<file path="src/design/ls_pkg.sv">
// Load/store package with operation fields, access types and address-space rules
`default_nettype none

package ls_pkg;

  // Width of one load/store operation word
  localparam int LS_OP_W = 15;

  // Single-bit fields of the operation
  localparam int OP_STORE_BIT = 14;
  localparam int OP_UPD_BIT   = 13;
  localparam int OP_WORD_BIT  = 12;
  localparam int OP_HALF_BIT  = 11;

  // Offset field starts at bit 6 and ends at bit 11 for words, bit 10 otherwise
  localparam int OFF_LSB     = 6;
  localparam int OFF_W_WORD  = 6;
  localparam int OFF_W_SMALL = 5;

  // Pointer register select sits in bits 5:3, data register select in bits 2:0
  localparam int PTR_LSB  = 3;
  localparam int DATA_LSB = 0;

  // Datapath and register-file select widths
  localparam int XLEN      = 32;
  localparam int REG_SEL_W = 3;

  // Addresses with this bit set belong to the external bus
  localparam int EXT_SPACE_BIT = 31;

  // Cycles from an accepted load to its register write
  localparam int LOAD_LATENCY = 3;

  // Access size, decoded with the word bit taking precedence over the half bit
  typedef enum logic [1:0] {
    LS_BYTE = 2'd0,
    LS_HALF = 2'd1,
    LS_WORD = 2'd2
  } ls_size_e;

  // Access direction straight from the store bit
  typedef enum logic {
    LS_LOAD  = 1'b0,
    LS_STORE = 1'b1
  } ls_dir_e;

endpackage

`default_nettype wire

</file>
<file path="src/design/dbus_if.sv">
// Data bus and register-file port bundles shared by the load/store blocks
`default_nettype none

// No-wait data bus between the issue stage, the data RAM and the load aligner
interface dbus_if import ls_pkg::*; ();

  // Word-aligned address of the access
  logic [XLEN-1:0] addr;
  // One access per cycle with cs high
  logic            cs;
  logic            wr;
  // Byte enables, lane n covers address offset n
  logic [3:0]      mask;
  logic [XLEN-1:0] wdata;
  // Read data, valid in the cycle after a read access
  logic [XLEN-1:0] rdata;

  modport issue (output addr, output cs, output wr, output mask, output wdata);
  modport mem   (input addr, input cs, input wr, input mask, input wdata, output rdata);
  modport align (input rdata);

endinterface

// Register-file read selects, read data and the two load/store write ports
interface regfile_if import ls_pkg::*; ();

  // Combinational read ports for the pointer and store data
  logic [REG_SEL_W-1:0] ptr_sel;
  logic [REG_SEL_W-1:0] store_sel;
  logic [XLEN-1:0]      ptr;
  logic [XLEN-1:0]      store;

  // Pointer write-back from the issue stage
  logic                 upd_vld;
  logic [REG_SEL_W-1:0] upd_sel;
  logic [XLEN-1:0]      upd;

  // Aligned load data from the load pipeline
  logic                 load_vld;
  logic [REG_SEL_W-1:0] load_sel;
  logic [XLEN-1:0]      load;

  modport issue (output ptr_sel, output store_sel, input ptr, input store,
                 output upd_vld, output upd_sel, output upd);
  modport align (output load_vld, output load_sel, output load);
  modport rf    (input ptr_sel, input store_sel, output ptr, output store,
                 input upd_vld, input upd_sel, input upd,
                 input load_vld, input load_sel, input load);

endinterface

`default_nettype wire

</file>
<file path="src/design/ls_load_align.sv">
// Load pipeline that follows RAM reads and aligns the returned data into a register write
`default_nettype none

module ls_load_align import ls_pkg::*; (
  input  logic                 CLK,
  input  logic                 RST,
  input  logic                 ld_start,
  input  ls_size_e             ld_size,
  input  logic [1:0]           ld_lane,
  input  logic [REG_SEL_W-1:0] ld_sel,
  dbus_if.align                bus,
  regfile_if.align             rf
);

  // Stage 2 waits for the RAM read, stage 3 holds the captured word
  logic                 s2_vld;
  ls_size_e             s2_size;
  logic [1:0]           s2_lane;
  logic [REG_SEL_W-1:0] s2_sel;
  logic                 s3_vld;
  ls_size_e             s3_size;
  logic [1:0]           s3_lane;
  logic [REG_SEL_W-1:0] s3_sel;
  logic [XLEN-1:0]      rd_word;

  always_ff @(posedge CLK or posedge RST)
  begin
    if (RST)
    begin
      s2_vld <= 1'b0;
      s3_vld <= 1'b0;
    end
    else
    begin
      s2_vld <= ld_start;
      s3_vld <= s2_vld;
    end
  end

  always_ff @(posedge CLK)
  begin
    s2_size <= ld_size;
    s2_lane <= ld_lane;
    s2_sel  <= ld_sel;
    s3_size <= s2_size;
    s3_lane <= s2_lane;
    s3_sel  <= s2_sel;
    // RAM data is valid while stage 2 holds its load
    if (s2_vld)
      rd_word <= bus.rdata;
  end

  assign rf.load_vld = s3_vld;
  assign rf.load_sel = s3_sel;

  // Pick the addressed lane and zero-extend, a word passes through as is
  always_comb
  begin
    case (s3_size)
      LS_WORD: rf.load = rd_word;
      LS_HALF: rf.load = s3_lane[1] ? {16'd0, rd_word[31:16]} : {16'd0, rd_word[15:0]};
      default:
      begin
        case (s3_lane)
          2'd0:    rf.load = {24'd0, rd_word[7:0]};
          2'd1:    rf.load = {24'd0, rd_word[15:8]};
          2'd2:    rf.load = {24'd0, rd_word[23:16]};
          default: rf.load = {24'd0, rd_word[31:24]};
        endcase
      end
    endcase
  end

endmodule

`default_nettype wire

</file>
<file path="src/flat_wrapper.sv">
// flat-port wrapper written by rule: the top's interface ports become plain ports
module ls_load_align_flat import ls_pkg::*;
  (CLK, RST, ld_start, ld_size, ld_lane, ld_sel, bus_rdata, rf_load_vld, rf_load_sel, rf_load);
  dbus_if bus_i ();
  regfile_if rf_i ();
  input  logic CLK;
  input  logic RST;
  input  logic ld_start;
  input  ls_size_e ld_size;
  input  logic [1:0] ld_lane;
  input  logic [REG_SEL_W-1:0] ld_sel;
  input wire logic [$bits(bus_i.rdata)-1:0] bus_rdata;
  output wire logic [$bits(rf_i.load_vld)-1:0] rf_load_vld;
  output wire logic [$bits(rf_i.load_sel)-1:0] rf_load_sel;
  output wire logic [$bits(rf_i.load)-1:0] rf_load;
  assign bus_i.rdata = bus_rdata;
  assign rf_load_vld = rf_i.load_vld;
  assign rf_load_sel = rf_i.load_sel;
  assign rf_load = rf_i.load;
  ls_load_align u_core (.CLK(CLK), .RST(RST), .ld_start(ld_start), .ld_size(ld_size), .ld_lane(ld_lane), .ld_sel(ld_sel), .bus(bus_i), .rf(rf_i));
endmodule
</file>
<file path="config.mk">
export PLATFORM = sky130hd
export DESIGN_NAME = ls_load_align_flat
export DESIGN_NICKNAME = d
export VERILOG_FILES = /design/src/design/ls_pkg.sv /design/src/design/dbus_if.sv /design/src/design/ls_load_align.sv /design/src/flat_wrapper.sv
export SDC_FILE = /design/constraint.sdc
export NUM_CORES = 1
export LEC_CHECK = 0
export BUFFER_PORTS_ARGS = -buffer_cell sky130_fd_sc_hd__buf_2
export CORE_MARGIN = 2
export CORE_UTILIZATION = 44
export CTS_CLUSTER_SIZE = 8
export DETAILED_ROUTE_END_ITERATION = 6
export GPL_ROUTABILITY_DRIVEN = 0
export PLACE_DENSITY_LB_ADDON = 0.3
export SLEW_MARGIN = 5
export SYNTH_ARGS = -nofsm -noshare
export SYNTH_HDL_FRONTEND = slang
export SYNTH_SLANG_ARGS = --single-unit
</file>
<file path="constraint.sdc">
create_clock -name CLK -period 1.4 [get_ports CLK]
set_clock_uncertainty 0.1 [all_clocks]
set_input_delay 0 -clock CLK [delete_from_list [all_inputs] [get_ports CLK]]
set_output_delay 0 -clock CLK [all_outputs]
set_load 0.1 [all_outputs]
</file>
* After elaboration in Yosys (flattened, before gate mapping)
Index checks and enable logic that the tools add are counted.
** Storage, ports and cells
- Bits in registers :: 48
- Bits of input ports :: 42
- Word-level logic and storage cells :: 17
** Operators by class
- Equality and inequality tests :: 4
- Mux-type cells :: 3
- Reduce and logical (&&, ||, !) cells :: 1
** Operators by type and width (count)
- case mux 32 bit (2 select lines) :: 1
- case mux 8 bit (3 select lines) :: 1
- 2-to-1 mux 16 bit :: 1
- equality test 2 x 1 -> 1 bit, second input constant :: 2
- equality test 2 bit, second input constant :: 2
- zero test 2 bit :: 1

* Longest topological paths before layout
- Depth after elaboration :: 3
- Depth in mapped cells :: 6

* Least setup slack after synthesis
OpenSTA, ideal clock, no wires.
- Kind :: reg2out
- Start point :: register u_core.s3_size[0]
- End point :: output port rf_load[0]
- Arrival time :: 2505 ps
- Required time :: 1300 ps
- Slack :: -1205 ps
- Cell stages (with the launch flop) :: 7
- Buffers on the path :: 2
- Path through :: dfxtp_1 inv_1 ha_1 buf_6 nor2b_1 clkbuf_2 a221oi_2
** On the way
- Word-level cells in the longest chain between the ends :: 2
- Elaborated cells on any way between the ends :: 3
** Ends and longest elaborated chain
- start, declared :: line ls_load_align.sv:21 : ls_size_e s3_size;
- start signal, assigned :: line ls_load_align.sv:45 : s3_size <= s2_size;
- equality test 2 x 1 -> 1 bit / equality test 2 bit (equally long branches) :: line ls_load_align.sv:59 : case (s3_size)
- case mux 32 bit (2 select lines) * :: line ls_load_align.sv:59
- end, declared :: line flat_wrapper.sv:15 : output wire logic [$bits(rf_i.load)-1:0] rf_load;
Mark *: on every way between the ends. The rest lies on a longest branch, timed or not.

* Final worst setup path
- Start point :: register u_core.s3_size[1]
- End point :: output port rf_load[2]
Same word-level chain as after synthesis.

==> key figures <==
Status
  • Outcome: finished with violations
  • Failing checks: setup timing

Placed design
  • Placed cell count: between 200 and 300
  • Pre-CTS setup slack: -307 ps
  • Port Buffers: 77
  • Cell Area, Placed: 3230 um2
  • Post-detail-place hpwl: between 3000 and 4000 um

Drt
  • Via count: roughly 1,900
  • Met3 WL: between 200 and 300 um
  • Detailed Route WL: 7690 um
  • First-pass DRT Iterations: 4
  • Drt via density: approximately 5.4
  • Met2 Wirelength: roughly 4300 um
  • WL per Instance: 21.6 um
  • Uppermost layer routed: met4
  • Met1 WL: between 3000 and 4000 um
  • Routed Antenna Nets: 0
  • DRC Markers: 0
  • Drt initial violations: between 100 and 150

Setup path
  • R2R cell count: 1
  • Reg-to-Reg End: u_core.rd_word[28]
  • Critical Path RT: ~1300 ps
  • Worst setup startpoint: u_core.s3_size[1]
  • Startpoint class of the critical path: register
  • Setup crit end kind: output port
  • Origin of the critical flop-to-flop path: u_core.s2_vld
  • Setup Crit Path Kind: register to output port
  • CP Max Fanout: 6
  • Worst EP arrival: 1840 ps
  • Worst R2R Setup Slack: about 310 ps

Worst hold path
  • HP Class: register to register
  • Hold-critical path endpoint: u_core.s3_lane[1]
  • Hold Startpoint: u_core.s2_lane[1]
  • Worst hold stages: 0

Floorplan
  • # IOs: 78
  • Std-Cell Rows: 25
  • Die Y-Extent: roughly 73 um
  • Initial Util: 0.453
  • DIE AREA: between 5000 and 6000 um2
  • Core Region: roughly 4700 um2
  • Die span in x: around 73 um

Power
  • Clk pwr share: 0.208
  • P_leak: ~0.0017 uW
  • Power density cells: between 900 and 1000 nW/um2
  • Pint: about 2700 uW
  • Seq pwr share: 0.402
  • Sw power: between 1000 and 1500 uW
  • Sw Share: 0.357
  • Maximum VDD drop: roughly 0.80 mV
  • Combinational share of power: 0.390

CTS
  • CTS max path bufs: 2
  • Total CTS buffers: 5
  • CTS tree: done
  • Root Driver: clkbuf_8
  • Clock-pin slew on the worst setup and hold paths: about 90 ps
  • Clk_lat worst skew: about 300 ps
  • H-tree depth: 2
  • CTS sink count: 48

Logic synthesis
  • Synth Net Count: 200
  • Seq/Total Area, Yosys: 0.608
  • Post-synth top flop: edfxtp_1
  • Mean Syn Cell Area: 13.6 um2
  • Mapped cell area: approximately 2100 um2
  • Syn Inst Count: 156
  • FFs w/ async S/R, synth: 0.0417
  • Synthesized flop and latch total: 48
  • Distinct cells, synth: 26
  • Yosys Warn Count: 0
  • Post-synth EDFFs: 32

GRT
  • Antenna violations before repair: 0
  • GRT overflow: 0
  • Largest net degree at the start of global routing: 21
  • First-pass GRT wire length: about 11,000 um
  • Vias in the first global route: between 2,000 and 2,500
  • Total GRT Usage: 0.280

STA
  • FMAX: slightly above 500 MHz
  • Fin. Hold Viols: 0
  • Tcrit/Tclk final: 1.39
  • RSZ-0062 raised after global routing: true
  • Final WS setup: -540 ps
  • Endpoints failing setup: 32
  • Slew headroom: 0.671
  • Worst-Margin Slew: 497 ps
  • Final Critical Period: 1940 ps
  • Final Max Tran Viols: 0

Cells and area
  • Fin area: around 4300 um2
  • # diodes: 0
  • Core Util, Final: 0.909
  • Layout net count: between 300 and 400
  • Non-Filler Instances: around 360
  • # fillers: ~160
  • Share of cells above drive strength 1: 0.648
  • Area delta synth->final: 101%

Run
  • Max Cap Viol: 0
cells in the final DEF, fill, tap and decap left out, types with 2 or more instances in the layout:
cell and n:
mux2_4 6, a221oi_4 8, nor2_2 6, buf_6 11
dfxtp_1 11, buf_4 12, nor2b_1 5, nand2_1 2
buf_8 2, and2b_1 3, o21ai_4 4, buf_2 45
mux2i_1 8, dfxtp_4 3, o21ai_2 6, ha_4 2
a21oi_2 10, nor2b_4 2, a22oi_2 6, clkbuf_8 6
and2_4 17, a211oi_4 8, buf_16 2, dlygate4sd3_1 42
edfxtp_1 32, buf_12 34
flip-flops by register name (all words and copies together), names as in the netlist:
| signal | count |
|---|---|
| u_core.s2_lane | 2 |
| u_core.s2_sel | 3 |
| u_core.s2_size | 2 |
| u_core.rd_word | 32 |
| u_core.s3_size | 2 |
| u_core.s2_vld | 1 |
| u_core.rf.load_sel | 3 |
| u_core.s3_lane | 2 |
| u_core.rf.load_vld | 1 |
cell usage after synthesis (6+ instances only):
library cell,number,area [um2]
a21oi_2,8,70.1
mux2i_1,8,80.1
o21ai_1,10,50.1
nor2_1,6,22.5
edfxtp_1,32,961
a221oi_2,8,120
and2_1,16,100
dfxtp_1,14,280
a22oi_1,6,45.0
nor2b_1,7,43.8
a211oi_1,8,60.1
mux2_1,6,67.6
cells by family (layout without fill, tap and decap cells):
group / count (synthesis) / count (layout) / synth area share
AOI/OAI and AO/OA: 42 / 42 / 0.167
buffers and inverters: 14 / 159 / 0.0448
DFF: 48 / 48 / 0.608
and+or+nand+nor: 36 / 36 / 0.0984
muxes: 14 / 14 / 0.0695
adders and majority gates: 2 / 2 / 0.0118
worst max-delay path by stage:
| stage | depth (start not counted) | end | slack (ps) |
|---|---|---|---|
| after floorplan | 6 | rf_load[0] | -650 |
| after global placement | 6 | rf_load[3] | -260 |
| after detailed placement | 6 | rf_load[5] | -310 |
| after CTS | 6 | rf_load[7] | -460 |
| after global routing | 7 | rf_load[2] | -580 |
| final | 7 | rf_load[2] | -540 |
per-stage QoR:
step	TNS, ps	total power [uW]	hold slack [ps]
5_1_grt	-12790	4290	230
3_5_place_dp	-2440	2980	-241
2_1_floorplan	-9160	2540	-359
6_report	-11430	4160	230
3_3_place_gp	-2000	2970	-252
4_1_cts	-7710	4040	223
final cells by class:
cell class	instances	area, um2	area share
Timing Repair Buffer	148	1630	0.381
Clock buffer	7	86.3	0.0203
Multi-Input combinational cell	94	1160	0.271
Tap cell	54	67.6	0.0158
Sequential cell	48	1300	0.306
Inverter	3	13.8	0.00323
Clock inverter	1	8.76	0.00205
worst max-delay path: stages (launching register included):
cell and delay, ps:
dfxtp_4 390, inv_4 70, ha_4 140, nor2b_4 170, buf_8 160, o21ai_4 70, a221oi_4 310, buf_12 220
repair_timing:
item | 4_1_cts | 5_1_grt
hold buffers | 42 | 0
pin swaps | 14 | 14
hold endpoints to repair | 42 | 0
resized for setup | 71 | 22
setup buffers | 6 | 8
gates cloned | 2 | 0
setup endpoints to repair | 32 | 32
per-layer routing:
layer / up-vias / track usage
li1: 866 / -
met1: 963 / 0.345
met2: 63 / 0.490
met3: 11 / 0.0590
met4: 0 / 0.0848
met5: - / 0
power by group through the flow:
| stage | sequential, uW | clock (uW) | combinational [uW] |
|---|---|---|---|
| finish | 1670 | 867 | 1620 |
| global route | 1680 | 946 | 1670 |
| CTS | 1650 | 868 | 1520 |
| detailed placement | 1670 | 0 | 1310 |
| global placement | 1670 | 0 | 1300 |
| floorplan | 1710 | 0 | 830 |
No activity file was read; power rests on OpenSTA's default activity.
