--- config.mk ---
export PLATFORM = sky130hd
export DESIGN_NAME = ls_regfile_flat
export DESIGN_NICKNAME = d
export VERILOG_FILES = /design/src/design/ls_pkg.sv /design/src/design/dbus_if.sv /design/src/design/ls_regfile.sv /design/src/flat_wrapper.sv
export SDC_FILE = /design/constraint.sdc
export NUM_CORES = 1
export LEC_CHECK = 0
export BUFFER_PORTS_ARGS = -buffer_cell sky130_fd_sc_hd__buf_2
export CAP_MARGIN = 30
export CORE_MARGIN = 3
export CORE_UTILIZATION = 56
export CTS_CLUSTER_SIZE = 25
export DETAILED_ROUTE_END_ITERATION = 7
export GPL_TIMING_DRIVEN = 1
export PLACE_DENSITY_LB_ADDON = 0.08
export SYNTH_ARGS = -nofsm -noshare
export SYNTH_HDL_FRONTEND = slang
export SYNTH_SLANG_ARGS = --single-unit
--- constraint.sdc ---
create_clock -name CLK -period 10.37 [get_ports CLK]
set_clock_uncertainty 0.1 [all_clocks]
set_input_delay 2.074 -clock CLK [delete_from_list [all_inputs] [get_ports CLK]]
set_output_delay 2.074 -clock CLK [all_outputs]
set_load 0.02 [all_outputs]
--- src/design/ls_pkg.sv ---
// Load/store package with operation fields, access types and address-space rules
`default_nettype none

package ls_pkg;

  // Width of one load/store operation word
  localparam int LS_OP_W = 15;

  // Single-bit fields of the operation
  localparam int OP_STORE_BIT = 14;
  localparam int OP_UPD_BIT   = 13;
  localparam int OP_WORD_BIT  = 12;
  localparam int OP_HALF_BIT  = 11;

  // Offset field starts at bit 6 and ends at bit 11 for words, bit 10 otherwise
  localparam int OFF_LSB     = 6;
  localparam int OFF_W_WORD  = 6;
  localparam int OFF_W_SMALL = 5;

  // Pointer register select sits in bits 5:3, data register select in bits 2:0
  localparam int PTR_LSB  = 3;
  localparam int DATA_LSB = 0;

  // Datapath and register-file select widths
  localparam int XLEN      = 32;
  localparam int REG_SEL_W = 3;

  // Addresses with this bit set belong to the external bus
  localparam int EXT_SPACE_BIT = 31;

  // Cycles from an accepted load to its register write
  localparam int LOAD_LATENCY = 3;

  // Access size, decoded with the word bit taking precedence over the half bit
  typedef enum logic [1:0] {
    LS_BYTE = 2'd0,
    LS_HALF = 2'd1,
    LS_WORD = 2'd2
  } ls_size_e;

  // Access direction straight from the store bit
  typedef enum logic {
    LS_LOAD  = 1'b0,
    LS_STORE = 1'b1
  } ls_dir_e;

endpackage

`default_nettype wire

--- src/design/dbus_if.sv ---
// Data bus and register-file port bundles shared by the load/store blocks
`default_nettype none


// Register-file read selects, read data and the two load/store write ports
interface regfile_if import ls_pkg::*; ();

  // Combinational read ports for the pointer and store data
  logic [REG_SEL_W-1:0] ptr_sel;
  logic [REG_SEL_W-1:0] store_sel;
  logic [XLEN-1:0]      ptr;
  logic [XLEN-1:0]      store;

  // Pointer write-back from the issue stage
  logic                 upd_vld;
  logic [REG_SEL_W-1:0] upd_sel;
  logic [XLEN-1:0]      upd;

  // Aligned load data from the load pipeline
  logic                 load_vld;
  logic [REG_SEL_W-1:0] load_sel;
  logic [XLEN-1:0]      load;

  modport issue (output ptr_sel, output store_sel, input ptr, input store,
                 output upd_vld, output upd_sel, output upd);
  modport align (output load_vld, output load_sel, output load);
  modport rf    (input ptr_sel, input store_sel, output ptr, output store,
                 input upd_vld, input upd_sel, input upd,
                 input load_vld, input load_sel, input load);

endinterface

`default_nettype wire

--- src/design/ls_regfile.sv ---
// Eight-entry register file with pointer, store and host read ports and prioritized writes
`default_nettype none

module ls_regfile import ls_pkg::*; (
  input  logic                 CLK,
  input  logic                 RST,
  regfile_if.rf                rf,
  input  logic                 host_wr,
  input  logic [REG_SEL_W-1:0] host_sel,
  input  logic [XLEN-1:0]      host_wdata,
  input  logic [REG_SEL_W-1:0] host_rsel,
  output logic [XLEN-1:0]      host_rdata
);

  localparam int NREGS = 2 ** REG_SEL_W;

  logic [XLEN-1:0] regs [NREGS];

  // Each register picks its own writer, so distinct targets all update
  always_ff @(posedge CLK or posedge RST)
  begin
    if (RST)
    begin
      for (int i = 0; i < NREGS; i++)
        regs[i] <= '0;
    end
    else
    begin
      for (int i = 0; i < NREGS; i++)
      begin
        // Load data beats the pointer update, which beats the host
        if (rf.load_vld && rf.load_sel == REG_SEL_W'(i))
          regs[i] <= rf.load;
        else if (rf.upd_vld && rf.upd_sel == REG_SEL_W'(i))
          regs[i] <= rf.upd;
        else if (host_wr && host_sel == REG_SEL_W'(i))
          regs[i] <= host_wdata;
      end
    end
  end

  // Reads see the register contents before this cycle's writes
  assign rf.ptr     = regs[rf.ptr_sel];
  assign rf.store   = regs[rf.store_sel];
  assign host_rdata = regs[host_rsel];

endmodule

`default_nettype wire

--- src/flat_wrapper.sv ---
// flat-port wrapper written by rule: the top's interface ports become plain ports
module ls_regfile_flat import ls_pkg::*;
  (CLK, RST, host_wr, host_sel, host_wdata, host_rsel, host_rdata, rf_ptr_sel, rf_store_sel, rf_ptr, rf_store, rf_upd_vld, rf_upd_sel, rf_upd, rf_load_vld, rf_load_sel, rf_load);
  regfile_if rf_i ();
  input  logic CLK;
  input  logic RST;
  input  logic host_wr;
  input  logic [REG_SEL_W-1:0] host_sel;
  input  logic [XLEN-1:0] host_wdata;
  input  logic [REG_SEL_W-1:0] host_rsel;
  output logic [XLEN-1:0] host_rdata;
  input wire logic [$bits(rf_i.ptr_sel)-1:0] rf_ptr_sel;
  input wire logic [$bits(rf_i.store_sel)-1:0] rf_store_sel;
  output wire logic [$bits(rf_i.ptr)-1:0] rf_ptr;
  output wire logic [$bits(rf_i.store)-1:0] rf_store;
  input wire logic [$bits(rf_i.upd_vld)-1:0] rf_upd_vld;
  input wire logic [$bits(rf_i.upd_sel)-1:0] rf_upd_sel;
  input wire logic [$bits(rf_i.upd)-1:0] rf_upd;
  input wire logic [$bits(rf_i.load_vld)-1:0] rf_load_vld;
  input wire logic [$bits(rf_i.load_sel)-1:0] rf_load_sel;
  input wire logic [$bits(rf_i.load)-1:0] rf_load;
  assign rf_i.ptr_sel = rf_ptr_sel;
  assign rf_i.store_sel = rf_store_sel;
  assign rf_ptr = rf_i.ptr;
  assign rf_store = rf_i.store;
  assign rf_i.upd_vld = rf_upd_vld;
  assign rf_i.upd_sel = rf_upd_sel;
  assign rf_i.upd = rf_upd;
  assign rf_i.load_vld = rf_load_vld;
  assign rf_i.load_sel = rf_load_sel;
  assign rf_i.load = rf_load;
  ls_regfile u_core (.CLK(CLK), .RST(RST), .rf(rf_i), .host_wr(host_wr), .host_sel(host_sel), .host_wdata(host_wdata), .host_rsel(host_rsel), .host_rdata(host_rdata));
endmodule
# == Yosys cells after proc, flatten, opt, wreduce, memory -nomap -nowiden ==
# Cells that the tools add are included.
# op_classes
n_addsub,0
n_mul,0
n_div,0
order_cmp,3
eq_ne,21
shift,0
muxes,33
n_bitwise,3
reduce_logical,35
# ops
op,count
$mux W32,30
$bmux W32 S3,3
$eq A3 B3 Y1 const B,12
$logic_and A1 B1 Y1,24
$reduce_bool A3 Y1,8
$eq A3 B2 Y1 const B,6
$ge A4 B4 Y1 const B,3
$not A3 Y4,3
$eq A3 B1 Y1 const B,3
$logic_not A3 Y1,3
# totals
ff_bits,256
latch_bits,0
ram_bits,0
romBits,0
in_bits,119
output_inout_bits,96
word_cells,103
n_memories,0

# == Depth between registers and ports, before layout ==
# Gate-level depths: netlist (run 1).
# logic_depth
word_depth,5
ltp_mapped,6
depth_no_buf,3

# == Least setup slack after synthesis (run 1) ==
# No wires, ideal clock.
# synth_timing
kind,input to output
from,in host_rsel[0]
to,out host_rdata[11]
arrival_ps,3484
required_ps,8196
path_slack_ps,4712
path_stages,5
n_path_buf,3
path_cell_list,buf_2 -> buf_2 -> buf_2 -> mux4_2 -> mux2_2
# synth_between
elab_chain_len,4
# synth_rtl
item,line,source
start: declaration,flat_wrapper.sv:10,input logic [REG_SEL_W-1:0] host_rsel;
$not A3 Y4 (implied by the code),ls_regfile.sv:45,assign host_rdata = regs[host_rsel];
$bmux W32 S3,ls_regfile.sv:45,
$mux W32 (implied by the code) (2 in a row),ls_regfile.sv:45,
end: declaration,flat_wrapper.sv:11,output logic [XLEN-1:0] host_rdata;
# Every way passes these cells. The select of a mux whose other input is x is not followed.

# == Worst setup path in the final report (run 1) ==
# layout_timing
from,in rf_ptr_sel[0]
to,out rf_ptr[31]
# layout_between
elab_chain_len,4
# layout_rtl
item,line,source
start: declaration,flat_wrapper.sv:12,input wire logic [$bits(rf_i.ptr_sel)-1:0] rf_ptr_sel;
$not A3 Y4 (implied by the code),ls_regfile.sv:43,assign rf.ptr = regs[rf.ptr_sel];
$bmux W32 S3,ls_regfile.sv:43,
$mux W32 (implied by the code) (2 in a row),ls_regfile.sv:43,
end: declaration,flat_wrapper.sv:14,output wire logic [$bits(rf_i.ptr)-1:0] rf_ptr;
# Every way passes these cells. The select of a mux whose other input is x is not followed.

==> results of run 1 <==
-- cells by family (layout without fill, tap and decap cells) --
family | count (synthesis) | count (layout) | share of synthesized area
compound gates | 264 | 264 | 0.101
other cells | 0 | 2 | 0
mux | 544 | 544 | 0.379
flops | 256 | 256 | 0.305
buf+inv | 332 | 330 | 0.0718
simple gates | 552 | 552 | 0.143
-- routing by layer --
metal,GRT usage,routed length [um],vias to the layer above,share of wire
met5,0.00358,0,-,0
met4,0.217,4960,0,0.057
met3,0.131,11800,428,0.14
met2,0.653,38600,1797,0.44
met1,0.565,31600,9657,0.36
li1,-,-,7628,-
-- area by class of cell --
type / count / area [um^2] / area share
inverter: 1 / 11.3 / 0.000488
tap: 468 / 586 / 0.0254
timing repair buffer: 272 / 1710 / 0.0743
antenna: 2 / 5.00 / 0.000217
sequential: 256 / 6410 / 0.278
clock inverter: 17 / 228 / 0.00987
clock buffer: 40 / 850 / 0.0368
multi-input combinational: 1360 / 13300 / 0.575
-- final timing paths --
check / from / depth (start not counted) / endpoint
worst max-delay path: rf_ptr_sel[0] / 5 / rf_ptr[31]
worst min-delay path: u_core.regs[252] / 2 / u_core.regs[252]
worst max register to register: u_core.regs[228] / 2 / u_core.regs[228]
worst min register to register: u_core.regs[252] / 2 / u_core.regs[252]
max in group asynchronous: RST / 5 / u_core.regs[26]
min in group asynchronous: RST / 2 / u_core.regs[15]
-- through the flow --
| step | cells | hold WS [ps] | power, uW | setup slack [ps] |
|---|---|---|---|---|
| after CTS | 2410 | 577 | 4030 | 3770 |
| after detailed placement | 2353 | 564 | 2850 | 3770 |
| after global placement | 2344 | 551 | 2810 | 3790 |
| after global routing | 2414 | 610 | 4210 | 3650 |
| final | 2416 | 579 | 4070 | 3710 |
| after floorplan | 1948 | 525 | 2440 | 1150 |
-- report_power, final --
part	switching, uW	leakage (uW)	internal [uW]
clock network	492	0.000520	701
registers	251	0.00280	1220
logic	691	0.00657	719
total	1430	0.00990	2640
-- worst min-delay path: cells and delay by family (launching register included) --
family          cells  cell delay, ps
compound gates      1             180
flops               1             380
simple gates        1              80
-- layout by cell type (no fill, tap or decap), types with 4 or more instances in the layout --
cell        instances
mux2i_1           256
and4bb_2            4
buf_2             208
dfrtp_1           256
buf_12              9
nor4_1            256
o21a_2              8
a211oi_1          226
bufinv_16           5
nand4b_1            5
clkinv_2            6
nor4bb_4            5
a211oi_2           30
clkbuf_1            5
and4b_2             7
buf_4              51
buf_16              4
mux2_2             96
clkbuf_16          31
nor2_1            256
mux4_2            192
clkinvlp_4          4
clkbuf_8            4
==> flow_summary.yaml, run 1 <==
cells_and_area:
  final_core_util: 0.627
  fin_area_um2: 23100
  largest_reg_flops: 256
  registers.top_by_ff_count: "u_core.regs"
  layout-drive-gt1-share: 0.350
  top_regs: "u_core.regs (256)"
  nets: 2041
  filler_cell_count: 2987
  area_growth_pct: 9.78
die:
  core_um2: 36800
  start_util: 0.571
  dieArea_um2: 39900
  ios: 215
  row_count: 70
  die_h_um: 200
  die_w_um: 200
worst_setup_path:
  cp_num_buf_inv: 3
  crit_family: "buffers and inverters"
  crit_path_cell_trace: "buf_4 > buf_4 > mux4_2 > mux2_2 > buf_2"
  cpPeakStageDelay_ps: 660
  crit_slowest_cell: "buf_4"
  start_kind: "primary input"
  cp_max_fo: 37
  cp.arrival_ps: 4490
  cp_common_cell: "buf_4"
  critPathRequiredTime_ps: 8200
  crit_type: "primary input to output pin"
  worstSetupEndpointType: "output pin"
  reg2reg_slack_ps: 9230
synthesis:
  synth_commonest_cells: "256 x dfrtp_1, 256 x mux2i_1, 256 x nor2_1, 256 x nor4_1, 226 x a211oi_1"
  synth.avg_cell_area_um2: 10.8
  synth.distinct_cells: 31
  synth_enable_flop_cells: 0
  yosys.area.top_type: "dfrtp_1"
  syn-num-nets: 2067
  ys.warnings.count: 0
  syn_inst: 1948
  ys_async_sr_fraction: 1.00
  synthDominantCellAreaShare: 0.305
  synth_area_leaders: "dfrtp_1 30%, mux4_2 21%, mux2i_1 12%, a211oi_1 8.1%, nor4_1 7.6%"
  synth_ff_type: "dfrtp_1"
  syn_area_um2: 21000
  ys_seq_area_frac: 0.305
  ys_ff_latch: 256
route:
  drt_pass1_iterations: 7
  vias_per_cell: 8.08
  vias: 19510
  wirelength_um: 86900
  wl_per_cell_um: 36.0
  ant_nets: 0
  drt_iter0_drc: 2442
  drcViolationCount: 0
clock_tree:
  cts_hold_buf: 0
  cts.sinks: 256
  cts_buffers: 31
  cts_tree: "built"
  ctsResizeCount: 0
  clk_latency_ps: 590
  cts_setup_buffers: 0
  h-tree-depth: 1
  clk_path_buf_depth: 3
  path_clk_slew_ps: 60
  root_buffer: "clkbuf_16"
sta:
  layout_min_cycle_time_ps: 6660
  max_slew_margin: 0.247
  min_period_over_period: 0.642
  worstMarginPinSlew_ps: 1130
  drv_slew: 0
  setup_tns_ps: 0
  timing.fmax_mhz: 150
  finalHoldViolCount: 0
  setup_viol: 0
  rsz0062_at_grt: "false"
global_route:
  grt_pass1_vias: 19777
  antenna_found_initial: 2
  grt_max_degree: 119
  grt_overflow: 0
  grtUsageTotal: 0.430
  grt_pass1_wl_um: 127000
status:
  status: "finished, final reports clean"
placement:
  place_area_um2: 21900
  portBuffers: 214
  hpwl_um: 48100
  place.gp.congestion: 0.866
power:
  total_leakage_power_uw: 0.00990
  ir_drop_mv: 0.157
  power_density_nw_per_um2: 176
run:
  drv_cap: 0
min_path:
  hold_path.class: "flip-flop to flip-flop"
Power figures use the tool's default switching activity.
==> inputs of run 2 (changes only) <==
CORE_UTILIZATION = 55   (was 56)
clock period = 5.7 ns   (was 10.37 ns; I/O delays follow)
==> flow_summary.yaml, run 2 (synthesis results as in run 1) <==
worst_setup_path:
  critPathRequiredTime_ps: 4460
  crit_type: "primary input to output pin"
  worstSetupEndpointType: "output pin"
  start_kind: "primary input"
  cp_max_fo: 38
  reg2reg_from: "u_core.regs[212]"
  startpoint: "rf_ptr_sel[0]"
  cp.arrival_ps: 3060
global_route:
  grt_overflow: 0
  grtUsageTotal: 0.420
  grt_pass1_wl_um: 130000
  antenna_found_initial: 9
  grt_max_degree: 103
  grt_pass1_vias: 20128
cells_and_area:
  seq_area_um2: 6410
  registers.top_by_ff_count: "u_core.regs"
  nets: 2048
  largest_reg_flops: 256
  multi_input_area_um2: 13300
  fin_area_um2: 23100
  layout-drive-gt1-share: 0.348
  final_cell_mix: "256 x mux2i_1, 256 x nor4_1, 256 x nor2_1, 256 x dfrtp_1, 226 x a211oi_1"
  filler_cell_count: 3049
  top_regs: "u_core.regs (256)"
  area_growth_pct: 9.77
  final_cells: 2458
die:
  core_um2: 37100
  dieArea_um2: 40600
  die_w_um: 202
  row_count: 70
  start_util: 0.566
  die_h_um: 202
  ios: 215
run:
  drv_cap: 0
clock_tree:
  ctsResizeCount: 0
  path_clk_slew_ps: 60
  h-tree-depth: 1
  cts_hold_buf: 0
  clk_latency_ps: 580
  cts_setup_buffers: 0
  root_buffer: "clkbuf_16"
  cts_tree: "built"
  clk_path_buf_depth: 3
  cts.sinks: 256
  cts_buffers: 31
placement:
  dp_slack_ps: 1430
  place_area_um2: 22100
  place.gp.congestion: 0.883
  placed_cells: 2400
  portBuffers: 214
  hpwl_um: 49800
sta:
  max_slew_margin: 0.258
  finalHoldViolCount: 0
  min_period_over_period: 0.754
  fin_ws_ps: 1400
  worstMarginPinSlew_ps: 1110
  setup_tns_ps: 0
  setup_viol: 0
  rsz0062_at_grt: "false"
  drv_slew: 0
  layout_min_cycle_time_ps: 4300
  timing.fmax_mhz: 233
route:
  drt_pass1_iterations: 5
  ant_nets: 0
  wl_per_cell_um: 35.4
  vias: 19562
  wirelength_um: 87100
  drt_iter0_drc: 2891
  vias_per_cell: 7.96
  drcViolationCount: 0
status:
  status: "finished, final reports clean"
power:
  power_density_nw_per_um2: 311
  ir_drop_mv: 0.267
  total_leakage_power_uw: 0.00989
min_path:
  hold_path.class: "primary input to async pin"
-- run 2: changes by cell type in the layout (fill, tap and decap cells not counted), moves of 2 or more --
cell        change
bufinv_16       -5
clkbuf_8        +4
diode_2         +3
clkbuf_1        +3
buf_12          +8
clkinvlp_4      -3
buf_16          -4
buf_4           +2
-- run 2: critical path, cell delays in order --
cell and delay [ps]:
buf_4 460, buf_12 390, mux4_2 550, mux2_2 310, buf_2 170
-- run 2: cell type report --
cell class,instances,share of cell area
antenna,5,0.000542
tap,504,0.0273
timing repair buffer,279,0.0778
clock inverter,6,0.00146
sequential,256,0.278
clock buffer,47,0.0397
inverter,1,0.000325
multi-input combinational,1360,0.575
-- run 2: power by group --
| part | internal, uW | switching (uW) |
|---|---|---|
| logic | 1310 | 1270 |
| registers | 2220 | 446 |
| clock network | 1090 | 838 |
-- run 2: path summary, 6_finish.rpt --
| kind | slack (ps) | endpoint | depth (start not counted) |
|---|---|---|---|
| max | 1400 | rf_ptr[19] | 5 |
| min | 460 | u_core.regs[120] | 2 |
| min reg2reg | 580 | u_core.regs[100] | 2 |
| max in group asynchronous | 3620 | u_core.regs[241] | 4 |
| max reg2reg | 4560 | u_core.regs[212] | 2 |
| min in group CLK | 580 | u_core.regs[100] | 2 |
-- run 2: through the flow --
step           hold slack [ps]   util  power, uW
2_1_floorplan              525      -       4430
3_3_place_gp               554  0.590       5120
3_5_place_dp               567  0.595       5200
4_1_cts                    460  0.621       7100
5_1_grt                    479  0.621       7430
6_report                   458  0.621       7170
-- run 2: metal layers --
layer | global-route usage | part of all wire
met1 | 0.549 | 0.36
met2 | 0.625 | 0.44
met3 | 0.141 | 0.13
met4 | 0.223 | 0.060
met5 | 0 | 0.00079
